### config.mk
export PLATFORM = sky130hd
export DESIGN_NAME = morse_decoder
export DESIGN_NICKNAME = d
export VERILOG_FILES = /design/src/rtl/morse_pkg.sv /design/src/rtl/morse_lookup.sv /design/src/rtl/morse_walker.sv /design/src/rtl/char_queue.sv /design/src/rtl/credit_counter.sv /design/src/rtl/morse_decoder.sv
export SDC_FILE = /design/constraint.sdc
export NUM_CORES = 1
export LEC_CHECK = 0
export BUFFER_PORTS_ARGS = -buffer_cell sky130_fd_sc_hd__buf_2
export CORE_AREA = 2 2 117 119
export CTS_CLUSTER_SIZE = 14
export DETAILED_ROUTE_END_ITERATION = 12
export DIE_AREA = 0 0 119 121
export MAX_ROUTING_LAYER = met4
export SYNTH_ARGS = -nofsm -noshare
export SYNTH_HDL_FRONTEND = slang
export SYNTH_SLANG_ARGS = --single-unit
export TNS_END_PERCENT = 1
### constraint.sdc
create_clock -name clk -period 7.27 [get_ports clk]
set_input_delay 0.727 -clock clk [delete_from_list [all_inputs] [get_ports clk]]
set_output_delay 0.727 -clock clk [all_outputs]
set_load 0.005 [all_outputs]
### src/rtl/morse_pkg.sv
package morse_pkg;

        // top-level parameter defaults
        parameter int MAX_CODE_LEN_DEF = 5;
        parameter int QUEUE_DEPTH_DEF  = 8;
        parameter int INIT_CREDITS_DEF = 4;

        // one input symbol per clock cycle
        typedef enum logic [2:0] {
                SYM_NONE  = 3'd0,
                SYM_DOT   = 3'd1,
                SYM_DASH  = 3'd2,
                SYM_END   = 3'd3,
                SYM_SPACE = 3'd4
        } sym_t;

        // ascii character
        typedef logic [7:0] char_t;

        // collected code bits
        // dot is 0, dash is 1, first symbol sits in bit 0
        typedef logic [MAX_CODE_LEN_DEF-1:0] code_t;

        // number of symbols collected so far
        typedef logic [2:0] len_t;

        // walker states
        typedef enum logic [1:0] {
                W_IDLE    = 2'd0,
                W_COLLECT = 2'd1,
                W_INVALID = 2'd2
        } walk_state_t;

        // emitted for a word space between letters
        parameter char_t CHAR_SPACE = 8'h20;

endpackage

### src/rtl/morse_lookup.sv
module morse_lookup #(
        parameter int MAX_CODE_LEN = morse_pkg::MAX_CODE_LEN_DEF
) (
        input  morse_pkg::code_t code,
        input  morse_pkg::len_t  len,
        output morse_pkg::char_t ch,
        output logic             hit
);

        import morse_pkg::*;

        localparam int KEY_W = $bits(len_t) + $bits(code_t);

        code_t            masked;
        logic [KEY_W-1:0] key;
        logic             found;

        always_comb begin
                // bits above the current length are not part of the code
                for (int i = 0; i < $bits(code_t); i++) begin
                        masked[i] = code[i] & (i < int'(len));
                end
                key   = {len, masked};
                ch    = '0;
                found = 1'b1;
                // code literals read last symbol first
                case (key)
                        {3'd1, 5'b00000}: ch = "E";
                        {3'd1, 5'b00001}: ch = "T";
                        {3'd2, 5'b00010}: ch = "A";
                        {3'd2, 5'b00000}: ch = "I";
                        {3'd2, 5'b00011}: ch = "M";
                        {3'd2, 5'b00001}: ch = "N";
                        {3'd3, 5'b00001}: ch = "D";
                        {3'd3, 5'b00011}: ch = "G";
                        {3'd3, 5'b00101}: ch = "K";
                        {3'd3, 5'b00111}: ch = "O";
                        {3'd3, 5'b00010}: ch = "R";
                        {3'd3, 5'b00000}: ch = "S";
                        {3'd3, 5'b00100}: ch = "U";
                        {3'd3, 5'b00110}: ch = "W";
                        {3'd4, 5'b00001}: ch = "B";
                        {3'd4, 5'b00101}: ch = "C";
                        {3'd4, 5'b00100}: ch = "F";
                        {3'd4, 5'b00000}: ch = "H";
                        {3'd4, 5'b01110}: ch = "J";
                        {3'd4, 5'b00010}: ch = "L";
                        {3'd4, 5'b00110}: ch = "P";
                        {3'd4, 5'b01011}: ch = "Q";
                        {3'd4, 5'b01000}: ch = "V";
                        {3'd4, 5'b01001}: ch = "X";
                        {3'd4, 5'b01101}: ch = "Y";
                        {3'd4, 5'b00011}: ch = "Z";
                        // digits are all five symbols long
                        {3'd5, 5'b11111}: ch = "0";
                        {3'd5, 5'b11110}: ch = "1";
                        {3'd5, 5'b11100}: ch = "2";
                        {3'd5, 5'b11000}: ch = "3";
                        {3'd5, 5'b10000}: ch = "4";
                        {3'd5, 5'b00000}: ch = "5";
                        {3'd5, 5'b00001}: ch = "6";
                        {3'd5, 5'b00011}: ch = "7";
                        {3'd5, 5'b00111}: ch = "8";
                        {3'd5, 5'b01111}: ch = "9";
                        default: found = 1'b0;
                endcase
        end

        // codes beyond the configured length never match
        assign hit = found && (int'(len) <= MAX_CODE_LEN);

endmodule

### src/rtl/morse_walker.sv
module morse_walker #(
        parameter int MAX_CODE_LEN = morse_pkg::MAX_CODE_LEN_DEF
) (
        input  logic             clk,
        input  logic             rst,
        input  morse_pkg::sym_t  sym,
        output logic             push,
        output morse_pkg::char_t push_char
);

        import morse_pkg::*;

        walk_state_t state_q;
        walk_state_t state_d;
        code_t       code_q;
        code_t       code_d;
        len_t        len_q;
        len_t        len_d;
        logic        push_d;
        char_t       char_d;
        char_t       lookup_ch;
        logic        lookup_hit;
        logic        sym_bit;

        morse_lookup #(
                .MAX_CODE_LEN(MAX_CODE_LEN)
        ) i_morse_lookup (
                .code(code_q),
                .len (len_q),
                .ch  (lookup_ch),
                .hit (lookup_hit)
        );

        // dash shifts in a one
        assign sym_bit = (sym == SYM_DASH);

        always_comb begin
                state_d = state_q;
                code_d  = code_q;
                len_d   = len_q;
                push_d  = 1'b0;
                char_d  = lookup_ch;
                case (state_q)
                        W_IDLE: begin
                                case (sym)
                                        SYM_DOT, SYM_DASH: begin
                                                state_d   = W_COLLECT;
                                                code_d    = '0;
                                                code_d[0] = sym_bit;
                                                len_d     = 3'd1;
                                        end
                                        SYM_SPACE: begin
                                                push_d = 1'b1;
                                                char_d = CHAR_SPACE;
                                        end
                                        default: ;
                                endcase
                        end
                        W_COLLECT: begin
                                case (sym)
                                        SYM_DOT, SYM_DASH: begin
                                                if (int'(len_q) >= MAX_CODE_LEN) begin
                                                        state_d = W_INVALID;
                                                end else begin
                                                        code_d[len_q] = sym_bit;
                                                        len_d         = len_q + 3'd1;
                                                end
                                        end
                                        SYM_END: begin
                                                // unknown patterns vanish silently
                                                push_d  = lookup_hit;
                                                state_d = W_IDLE;
                                                len_d   = '0;
                                        end
                                        SYM_SPACE: begin
                                                state_d = W_IDLE;
                                                len_d   = '0;
                                        end
                                        default: ;
                                endcase
                        end
                        W_INVALID: begin
                                // wait for the letter to close and emit nothing
                                if (sym == SYM_END || sym == SYM_SPACE) begin
                                        state_d = W_IDLE;
                                        len_d   = '0;
                                end
                        end
                        default: begin
                                state_d = W_IDLE;
                                len_d   = '0;
                        end
                endcase
        end

        always_ff @(posedge clk or negedge rst) begin
                if (!rst) begin
                        state_q <= W_IDLE;
                        code_q  <= '0;
                        len_q   <= '0;
                        push    <= 1'b0;
                end else begin
                        state_q <= state_d;
                        code_q  <= code_d;
                        len_q   <= len_d;
                        push    <= push_d;
                end
        end

        always_ff @(posedge clk) begin
                push_char <= char_d;
        end

endmodule

### src/rtl/char_queue.sv
module char_queue #(
        parameter int QUEUE_DEPTH = morse_pkg::QUEUE_DEPTH_DEF
) (
        input  logic             clk,
        input  logic             rst,
        input  logic             push,
        input  morse_pkg::char_t push_char,
        input  logic             pop,
        output logic             not_empty,
        output morse_pkg::char_t head_char,
        output logic             overrun
);

        import morse_pkg::*;

        localparam int PTR_W = (QUEUE_DEPTH > 1) ? $clog2(QUEUE_DEPTH) : 1;
        localparam int CNT_W = $clog2(QUEUE_DEPTH + 1);

        char_t            mem [QUEUE_DEPTH];
        logic [PTR_W-1:0] wr_ptr;
        logic [PTR_W-1:0] rd_ptr;
        logic [CNT_W-1:0] count;
        logic             full;
        logic             do_push;
        logic             do_pop;

        assign full      = (count == CNT_W'(QUEUE_DEPTH));
        assign not_empty = (count != '0);
        assign head_char = mem[rd_ptr];

        assign do_pop  = pop && not_empty;
        // a pop in the same cycle frees the slot for the push
        assign do_push = push && (!full || do_pop);

        always_ff @(posedge clk or negedge rst) begin
                if (!rst) begin
                        wr_ptr  <= '0;
                        rd_ptr  <= '0;
                        count   <= '0;
                        overrun <= 1'b0;
                end else begin
                        if (do_push) begin
                                if (wr_ptr == PTR_W'(QUEUE_DEPTH - 1))
                                        wr_ptr <= '0;
                                else
                                        wr_ptr <= wr_ptr + 1'b1;
                        end
                        if (do_pop) begin
                                if (rd_ptr == PTR_W'(QUEUE_DEPTH - 1))
                                        rd_ptr <= '0;
                                else
                                        rd_ptr <= rd_ptr + 1'b1;
                        end
                        if (do_push && !do_pop)
                                count <= count + 1'b1;
                        else if (do_pop && !do_push)
                                count <= count - 1'b1;
                        // sticky until reset
                        if (push && !do_push)
                                overrun <= 1'b1;
                end
        end

        always_ff @(posedge clk) begin
                if (do_push)
                        mem[wr_ptr] <= push_char;
        end

endmodule

### src/rtl/credit_counter.sv
module credit_counter #(
        parameter int INIT_CREDITS = morse_pkg::INIT_CREDITS_DEF
) (
        input  logic clk,
        input  logic rst,
        input  logic credit_return,
        input  logic send,
        output logic have_credit
);

        // sized to hold the full initial credit
        localparam int CNT_W = $clog2(INIT_CREDITS + 1);

        logic [CNT_W-1:0] credits;

        assign have_credit = (credits != '0);

        always_ff @(posedge clk or negedge rst) begin
                if (!rst) begin
                        credits <= CNT_W'(INIT_CREDITS);
                end else begin
                        case ({credit_return, send})
                                2'b10: credits <= credits + 1'b1;
                                2'b01: credits <= credits - 1'b1;
                                // return and send cancel out
                                default: credits <= credits;
                        endcase
                end
        end

endmodule

### src/rtl/morse_decoder.sv
module morse_decoder #(
        parameter int MAX_CODE_LEN = morse_pkg::MAX_CODE_LEN_DEF,
        parameter int QUEUE_DEPTH  = morse_pkg::QUEUE_DEPTH_DEF,
        parameter int INIT_CREDITS = morse_pkg::INIT_CREDITS_DEF
) (
        input  logic             clk,
        input  logic             rst,
        input  morse_pkg::sym_t  sym,
        input  logic             credit_return,
        output logic             out_valid,
        output morse_pkg::char_t out_char,
        output logic             overrun
);

        import morse_pkg::*;

        logic  push;
        char_t push_char;
        logic  not_empty;
        char_t head_char;
        logic  have_credit;

        morse_walker #(
                .MAX_CODE_LEN(MAX_CODE_LEN)
        ) i_morse_walker (
                .clk      (clk),
                .rst      (rst),
                .sym      (sym),
                .push     (push),
                .push_char(push_char)
        );

        char_queue #(
                .QUEUE_DEPTH(QUEUE_DEPTH)
        ) i_char_queue (
                .clk      (clk),
                .rst      (rst),
                .push     (push),
                .push_char(push_char),
                .pop      (out_valid),
                .not_empty(not_empty),
                .head_char(head_char),
                .overrun  (overrun)
        );

        credit_counter #(
                .INIT_CREDITS(INIT_CREDITS)
        ) i_credit_counter (
                .clk          (clk),
                .rst          (rst),
                .credit_return(credit_return),
                .send         (out_valid),
                .have_credit  (have_credit)
        );

        // a character leaves only when the sink has room for it
        assign out_valid = not_empty && have_credit;
        assign out_char  = head_char;

endmodule

==> impl_metrics.toml, run 1 <==
[worst_setup_path]
max_stage_delay_ns = 0.97
crit_slowest_cell = "dfrtp_1"
path_cells = "mux4_2 > mux2_2 > buf_2"
worstPathArrival_ns = 2.34
cp_max_fo = 17
start_kind = "register"
path_depth = 3
crit_required_ns = 6.54
cp_top_family = "flip-flops"
rr_worst_depth = 8
crit_buf_inv = 1
critical_path_class = "register to primary output"
end_kind = "primary output"

[clock_tree]
ctsResizeCount = 0
cts_setup_buffers = 0
clockBufferDepth = 2
cts_max_level = 3
clock-sinks = 88
numCtsBuffers = 9
clock-root-buffer = "clkbuf_16"
postCtsHoldBufs = 0
path_clk_slew_ns = 0.07
tritoncts = "built"
insertion_delay_ns = 0.34

[route]
route.detailed.drc = 0
dr.pass1.iters = 5
wl_met2_mm = 4.65
wl_met1_mm = 4.05
via_per_inst = 5.45
wl_mm = 9.37
drt-initial-drc-count = 493
ant_nets = 0
wl_met3_um = 486
wl_per_cell_um = 16.5
routed-via-count = 3095
top_layer = "met4"

[global_routing]
overflow = 0
grt_pass1_vias = 3072
grt_use_total_pct = 14.5
grt_max_degree = 26
grt_pass1_wl_mm = 15.9
antenna_found_initial = 0

[sta]
clock_skew_ns = 0.00853
rsz0062_at_grt = "no"
finalCriticalPeriod_ns = 3.07
final.setup.tns_ns = 0
drv_slew = 0
relSlewSlack_pct = 26.9
hold_viol = 0
tightest_slew_ns = 1.09
setup_viol_count_final = 0
setup_ws_ns = 4.20
max_freq_mhz = 326
timing.final.crit_share_pct = 42.2

[synthesis]
ys_async_sr_fraction_pct = 28.4
synth_edf_count = 56
ys_ff_latch = 88
synthFlopType = "edfxtp_1"
synth.cell_area_um2 = 4510
synthCells = 379
yosysSeqAreaShare_pct = 54.3
ys_types = 59
ys_warn_count = 0
synth_nets = 398
syn_avg_cell_area_um2 = 11.9

[run_status]
status = "completed"

[cells_and_area]
area_delta_synth_final_pct = 11.7
final_util_pct = 38.5
nNetsFinal = 406
drive_gt1_share_pct = 17.3
diodes = 0

[floorplanning]
die_h_um = 121
start_util_pct = 34.5
die_area_um2 = 14400
num_rows = 42
core-area_um2 = 13100
die_w_um = 119
io_pins = 16

[pwr]
p_leak_nw = 1.83
ir_drop_mv = 0.143
powerDensity_nw_per_um2 = 381

[placed_design]
numPortBuffers = 14
routabilityCongestion = 0.962
dp_slack_ns = 4.50
dp_hpwl_mm = 6.25

[run]
drv_cap = 0

[min_path]
hp-class = "primary input to async pin"
## power breakdown
part           internal (mW)  total (mW)  switching (mW)  leakage (nW)
Sequential             0.652       0.844           0.192         0.883
Combinational          0.322       0.615           0.292         0.799
Clock                  0.269       0.461           0.192         0.145
## layout by cell type, fill, tap and decap left out, types with 2 or more instances in the layout
cell type,synthesis,routed
clkinv_2,0,2
buf_2,7,14
buf_4,2,7
dfxtp_1,7,7
a21oi_1,23,23
nand2b_1,5,5
nor2b_1,4,4
o21ai_1,2,2
nor3_1,14,14
xor2_1,5,5
ha_1,11,11
mux2i_1,4,4
nand3b_1,2,2
clkbuf_16,0,9
nand2_1,26,26
a211oi_1,2,2
nand4_1,3,3
inv_1,15,15
a21o_1,3,3
nor3b_1,3,3
o31ai_1,5,5
xnor2_1,6,6
nand3_1,13,13
a2111oi_0,4,4
o21ai_0,14,14
o211ai_1,4,4
mux4_2,14,14
o41ai_1,2,2
or3_1,3,3
edfxtp_1,56,56
a31oi_1,4,4
nor4_1,8,8
a31o_2,2,2
nor2_1,30,30
nor4b_1,2,2
o32ai_1,4,4
fa_1,2,2
dfrtp_1,24,24
mux2_2,10,10
## cell usage after synthesis, drive strengths merged (11+ instances only)
library cell	instances	area (um^2)
nor3	14	70.1
buf	13	72.6
o21ai	16	80.1
nand3	13	65.1
dfrtp	24	601
edfxtp	56	1680
a21oi	23	115
nor2	30	113
ha	11	138
clkbuf	11	41.3
mux4	14	315
inv	15	56.3
nand2	26	97.6
## worst register-to-register path: stages (launching register included)
cell	delay, ns
dfrtp_1	0.74
inv_1	0.34
ha_1	0.34
nand2b_1	0.25
o2bb2ai_1	0.20
o311ai_0	0.38
o41ai_1	0.15
nor4_1	0.21
nor2_1	0.06
## per-layer routing
metal	vias to the layer above	GRT usage (%)
li1	1458	-
met1	1516	18.1
met2	97	23.6
met3	24	2.87
met4	0	5.43
met5	-	-
## final timing paths
| kind | from | endpoint | slack, ns |
|---|---|---|---|
| setup / recovery | i_char_queue.rd_ptr[0] | out_char[1] | 4.20 |
| hold / removal | rst | i_morse_walker.len_q[2] | 0.38 |
| setup reg to reg | i_morse_walker.len_q[0] | i_morse_walker.push_char[0] | 4.45 |
| hold reg to reg | i_char_queue.overrun | i_char_queue.overrun | 0.47 |
| max in group asynchronous | rst | i_char_queue.rd_ptr[0] | 6.49 |
| min in group clk | i_char_queue.overrun | i_char_queue.overrun | 0.47 |
## flip-flops by register name (all words and copies together), names as in the netlist
signal / cells
i_morse_walker.push_char: 7
i_char_queue.wr_ptr: 3
i_credit_counter.credits: 3
i_morse_walker.state_q: 2
i_morse_walker.push: 1
i_char_queue.rd_ptr: 3
i_morse_walker.len_q: 3
i_char_queue.mem: 56
i_morse_walker.code_q: 5
i_char_queue.overrun: 1
i_char_queue.count: 4
## final cells by class
class	instances	area (um^2)
flip-flops and latches	88	2450
repair buffers	21	123
well taps	176	220
clock buffers	10	229
multi-input cells	252	1890
clock inverters	6	67.6
fillers	1252	8050
inverters	15	56.3
## per-stage QoR
stage	hold WS [ns]	std cells	total power [mW]	cell area (um^2)
global placement	0.458	552	1.45	4740
global route	0.420	568	2.06	5030
CTS	0.407	568	1.94	5030
detailed placement	0.462	552	1.47	4740
finish	0.381	568	1.92	5030
floorplan	0.431	379	1.30	4510
## kinds of logic after synthesis
logic type                 share of synthesized area, %
AOI/OAI and AO/OA                                  12.2
xor gates and xnor gates                           2.14
adders and majority gates                          3.94
buffers and inverters                              3.77
DFF                                                54.3
muxes                                              10.4
other                                            0.0832
and+or+nand+nor                                    13.2
No activity file was read; power rests on OpenSTA's default activity.
==> run 2: changes to the inputs <==
ABC_AREA = 1   (was not set)
CORE_AREA = 2 2 115 117   (was 2 2 117 119)
DIE_AREA = 0 0 117 119   (was 0 0 119 121)
clock period = 2.6 ns   (was 7.27 ns; I/O delays follow)
==> run 2 against run 1 <==
Net effect: clock power increased to 3.1 times the previous value; sequential power grew 150%; wire length up 1.8%; via count grew 6.8%; sequential share of layout area is 0.68 points lower; setup slack got worse by 4.1 ns; global-route usage is 0.63 points higher; sequential cell count stayed put; cell count up 21%; register-to-register slack lost 4.4 ns; non-clock buffer count is 9 higher; largest cell class unchanged; largest power group unchanged.
==> impl_metrics.toml, run 2 <==
[run_status]
status = "completed"

[worst_setup_path]
end_kind = "register"
cp_common_cell = "nand2_1"
crit_slowest_cell = "dfstp_2"
path_depth = 15
r2r_end = "i_char_queue.count[3]"
path_cells = "inv_1 > nand3_1 > nand2_1 > nand2_1 > nand2_2 > inv_1 > ha_2 > inv_2 > ha_1 > and3_1 > a211oi_2 > nand2_1 > nand2_1 > nor2_1 > xor2_1"
reg2reg_slack_ns = 0.09
worstPathArrival_ns = 2.73
timing.rr.start = "i_credit_counter.credits[2]"
start_kind = "register"
critical_path_class = "register to register"
cp_top_family = "simple AND/OR/NAND/NOR gates"
crit_required_ns = 2.81
max_stage_delay_ns = 0.51
crit_buf_inv = 3
cp_max_fo = 4
rr_worst_depth = 15

[clock_tree]
cts_max_level = 3
clock-root-buffer = "clkbuf_16"
path_clk_slew_ns = 0.06
clockBufferDepth = 2
numCtsBuffers = 9
insertion_delay_ns = 0.33
tritoncts = "built"
clock-sinks = 88

[sta]
drv_slew = 0
holdWs_ns = 0.379
finalCriticalPeriod_ns = 2.51
clock_skew_ns = 0.00657
hold_viol = 0
setup_viol_count_final = 0
setup_ws_ns = 0.0863
max_freq_mhz = 398
tightest_slew_ns = 0.627
relSlewSlack_pct = 58.1
timing.final.crit_share_pct = 96.7

[route]
wl_per_cell_um = 13.9
drt-initial-drc-count = 182
routed-via-count = 3307
via_per_inst = 4.81
dr.pass1.iters = 4
route.detailed.drc = 0
top_layer = "met4"
wl_met1_mm = 4.31
wl_mm = 9.54
ant_nets = 0
wl_met3_um = 350
wl_met2_mm = 4.75

[global_routing]
antenna_found_initial = 0
grt_use_total_pct = 15.1
grt_pass1_vias = 3262
grt_max_degree = 30
grt_pass1_wl_mm = 15.8
overflow = 0

[synthesis]
ys_async_sr_fraction_pct = 28.4
synth_edf_count = 56
synthCells = 477
synthFlopType = "edfxtp_1"
yosysSeqAreaShare_pct = 55.8
ys_types = 44
synth.cell_area_um2 = 4390
ys_warn_count = 0
synth.largest_area_cell = "edfxtp_1"
yosysMostFrequentCell = "nor2_1"
synthTopCellsByCount = "91 x nor2_1, 75 x nand2_1, 56 x edfxtp_1, 49 x o21ai_0, 44 x inv_1"
synth_nets = 496
ys_ff_latch = 88
synth_top_area_share_pct = 38.3
syn_avg_cell_area_um2 = 9.19
synth_top_cells_by_area = "edfxtp_1 38%, dfrtp_1 14%, nor2_1 7.8%"

[cells_and_area]
reg_top3 = "i_char_queue.mem (56), i_morse_walker.push_char (7), i_morse_walker.code_q (5)"
top_register = "i_char_queue.mem"
final_common_cell = "nor2_1"
drive_gt1_share_pct = 14.3
area_delta_synth_final_pct = 16.4
diodes = 0
final_util_pct = 39.7
largest_register_ffs = 56
final_cell_mix = "91 x nor2_1, 74 x nand2_1, 56 x edfxtp_1, 49 x o21ai_0, 42 x inv_1"
nNetsFinal = 525

[floorplanning]
die_w_um = 117
core-area_um2 = 12900
start_util_pct = 34.1
num_rows = 42
io_pins = 16
die_area_um2 = 13900
die_h_um = 119

[placed_design]
routabilityCongestion = 0.901
dp_hpwl_mm = 6.79
dp_slack_ns = -0.0593
numPortBuffers = 14

[min_path]
hold_end = "i_morse_walker.state_q[1]"
holdCritStartpoint = "sym[2]"
hp-class = "primary input to register"
min_path_cells = 4

[pwr]
p_leak_nw = 2.14
powerDensity_nw_per_um2 = 1110
ir_drop_mv = 0.415

[run]
drv_cap = 0
## run 2: worst max-delay path by stage
stage / from / endpoint / slack [ns]
final: i_credit_counter.credits[2] / i_char_queue.count[3] / 0.09
after global routing: i_credit_counter.credits[2] / i_char_queue.count[3] / -0.04
after CTS: i_char_queue.count[1] / i_char_queue.count[3] / 0.01
after detailed placement: i_char_queue.count[0] / i_char_queue.count[3] / -0.06
after global placement: i_char_queue.count[1] / i_char_queue.count[3] / 0.13
after floorplan: i_char_queue.count[1] / i_char_queue.count[3] / 0.24
## run 2: metrics by stage
step / cells / TNS (ns) / total power, mW / area [um^2]
2_1_floorplan: 477 / 0 / 3.55 / 4390
3_3_place_gp: 669 / 0 / 4.12 / 4720
3_5_place_dp: 669 / -0.0593 / 4.20 / 4720
4_1_cts: 686 / 0 / 5.67 / 5080
5_1_grt: 687 / -0.0371 / 6.12 / 5110
6_report: 687 / 0 / 5.66 / 5110
## run 2: cell families (layout without fill, tap and decap cells)
group / after synthesis / count (layout) / synth area share, %
other: 1 / 1 / 0.0855
flip-flops: 88 / 88 / 55.8
AND/OR/NAND/NOR: 215 / 215 / 21.1
AO/OA/AOI/OAI: 93 / 93 / 12.0
buffers and inverters: 60 / 94 / 5.48
adder cells (fa/ha/maj): 13 / 13 / 4.05
XOR/XNOR: 6 / 6 / 1.20
multiplexers: 1 / 1 / 0.228
## run 2: worst min-delay path, cell delays in order
cell	delay [ns]
buf_2	0.10
nand2_1	0.08
nand2_1	0.12
o21ai_0	0.10
## run 2: layout make-up
cell class                      count  area (um^2)
Sequential cell                    88         2450
Multi-Input combinational cell    329         1720
Clock inverter                      5          108
Timing Repair Buffer               30          193
Clock buffer                       11          233
Tap cell                          176          220
Fill cell                        1259         7770
Inverter                           48          183
## run 2: repair_timing
item | in CTS | in global routing
endpoints found under the setup margin | 1 | 1
setup buffers | 0 | 1
resized for setup | 1 | 6
hold buffers | 1 | 0
endpoints found under the hold margin | 24 | 0
pin swaps | 0 | 3
## run 2: power breakdown
group	leakage [nW]	total [mW]	switching, mW	internal (mW)
clock network	0.164	1.45	0.510	0.943
registers	0.886	2.11	0.267	1.85
logic	1.09	2.10	1.31	0.782
total	2.14	5.66	2.09	3.57
## run 2: per-layer routing
metal / GRT usage, % / vias to the layer above
met2: 24.8 / 71
met3: 3.41 / 14
met1: 18.5 / 1553
met4: 4.85 / 0
met5: - / -
li1: - / 1669
==> run 3: changes to the inputs <==
CORE_AREA = 2 2 97 99   (was 2 2 115 117)
DIE_AREA = 0 0 99 101   (was 0 0 117 119)
PLACE_DENSITY = 0.68   (was not set)
==> run 3 against run 2 <==
Net effect: sequential share of layout area rose by 2.1 points; largest cell class unchanged; global-route usage grew 5.3 points; first-iteration DRC count is 16% lower; sequential power about the same; setup slack improved by 0.069 ns; worst hold slack lost 0.049 ns; critical path depth stayed put; clock skew grew 0.013 ns; clock power down 34%.
==> impl_metrics.toml, run 3 (same netlist as run 2, synthesis figures left out) <==
[route]
routed-via-count = 3380
dr.pass1.iters = 5
wl_per_cell_um = 15.2
route.detailed.drc = 0
ant_nets = 0
wl_mm = 9.43
drt-initial-drc-count = 152
via_per_inst = 5.43

[sta]
hold_viol = 0
setup_viol_count_final = 0
finalCriticalPeriod_ns = 2.45
clock_skew_ns = 0.0192
drv_slew = 0
tightest_slew_ns = 0.570
max_freq_mhz = 409
timing.final.crit_share_pct = 94.0
holdWs_ns = 0.330
relSlewSlack_pct = 62.0

[floorplanning]
die_w_um = 99
start_util_pct = 48.9
die_h_um = 101
die_area_um2 = 10000
io_pins = 16
core-area_um2 = 8980
num_rows = 35

[placed_design]
dp_hpwl_mm = 6.64
routabilityCongestion = 0.934
dp.cells = 605
numPortBuffers = 14

[clock_tree]
path_clk_slew_ns = 0.10
clock-sinks = 88
insertion_delay_ns = 0.36
cts_max_level = 3
clockBufferDepth = 2
tritoncts = "built"
numCtsBuffers = 9
cts_setup_buffers = 0
clock-root-buffer = "clkbuf_8"

[global_routing]
overflow = 0
grt_use_total_pct = 20.5
grt_pass1_wl_mm = 15.6
antenna_found_initial = 0
grt_max_degree = 26
grt_pass1_vias = 3293

[worst_setup_path]
cp_max_fo = 4
start_kind = "register"
worstPathArrival_ns = 2.70
critical_path_class = "register to register"
reg2reg_slack_ns = 0.15
end_kind = "register"
crit_required_ns = 2.85

[pwr]
total_power_mw = 5.17
ir_drop_mv = 0.510
p_leak_nw = 2.08
powerDensity_nw_per_um2 = 1050

[min_path]
hp-class = "primary input to register"

[cells_and_area]
largest_register_ffs = 56
drive_gt1_share_pct = 15.1
diodes = 0
top_register = "i_char_queue.mem"
area_delta_synth_final_pct = 11.7
nNetsFinal = 525
fin_cells = 622
reg_top3 = "i_char_queue.mem (56), i_morse_walker.push_char (7), i_morse_walker.code_q (5)"
final_common_cell = "nor2_1"
final_cell_mix = "91 x nor2_1, 75 x nand2_1, 56 x edfxtp_1, 49 x o21ai_0, 43 x inv_1"

[run_status]
status = "completed"

[run]
drv_cap = 0
-- run 3: cell count changes in the layout (fill, tap and decap cells not counted), moves of 2 or more --
cell       change
clkbuf_16      -9
clkbuf_8       +9
dfrtp_1        -3
clkbuf_1       -2
dfrtp_2        +3
bufinv_16      -2
inv_6          +2
-- run 3: final timing paths --
| path | endpoint | cells past startpoint | from |
|---|---|---|---|
| setup reg to reg | i_char_queue.count[3] | 15 | i_credit_counter.credits[2] |
| min in group asynchronous | i_morse_walker.state_q[1] | 2 | rst |
| hold reg to reg | i_credit_counter.credits[0] | 1 | i_credit_counter.credits[0] |
| hold / removal | i_morse_walker.state_q[1] | 4 | sym[2] |
| max in group asynchronous | i_char_queue.count[0] | 2 | rst |
| setup / recovery | i_char_queue.count[3] | 15 | i_credit_counter.credits[2] |
-- run 3: critical path, stage by stage, from the launching register on --
cell and delay, ns:
dfstp_2 0.54, inv_1 0.06, nand3_1 0.07, nand2_1 0.12
nand2_1 0.10, nand2_1 0.08, inv_1 0.11, ha_2 0.22
inv_2 0.07, ha_1 0.28, and3_1 0.18, a211oi_2 0.17
nand2_1 0.08, nand2_1 0.07, nor2_1 0.05, xor2_1 0.14
-- run 3: cell type report --
cell class / count / area, um^2
inverters: 48 / 183
well taps: 111 / 139
repair buffers: 30 / 193
multi-input cells: 329 / 1730
clock inverters: 7 / 77.6
flip-flops and latches: 88 / 2450
clock buffers: 9 / 124
fillers: 776 / 4080
-- run 3: metrics by stage --
stage	utilization [%]	setup TNS [ns]	area (um^2)	setup WS (ns)
global route	54.6	-0.0645	4900	-0.0645
detailed placement	51.8	-0.0270	4650	-0.0270
finish	54.6	0	4900	0.155
CTS	54.2	0	4870	0.0396
global placement	51.8	0	4650	0.160
floorplan	-	0	4390	0.241
-- run 3: repair_timing --
action / CTS / global route
gates resized for setup: 1 / 8
hold buffers: 1 / 0
hold endpoints to repair: 24 / 0
gates cloned: 0 / 0
setup endpoints to repair: 1 / 1
-- run 3: per-layer routing --
metal  GRT usage, %  share of wire (%)
met5              -                  0
met4           8.43                2.1
met3           4.02                3.8
met1           24.9                 45
met2           33.6                 49
-- run 3: where the power goes --
part	leakage, nW	switching (mW)	internal (mW)	total [mW]
Combinational	1.09	1.29	0.789	2.08
Sequential	0.883	0.290	1.85	2.14
Clock	0.100	0.500	0.452	0.953
Total	2.08	2.08	3.09	5.17
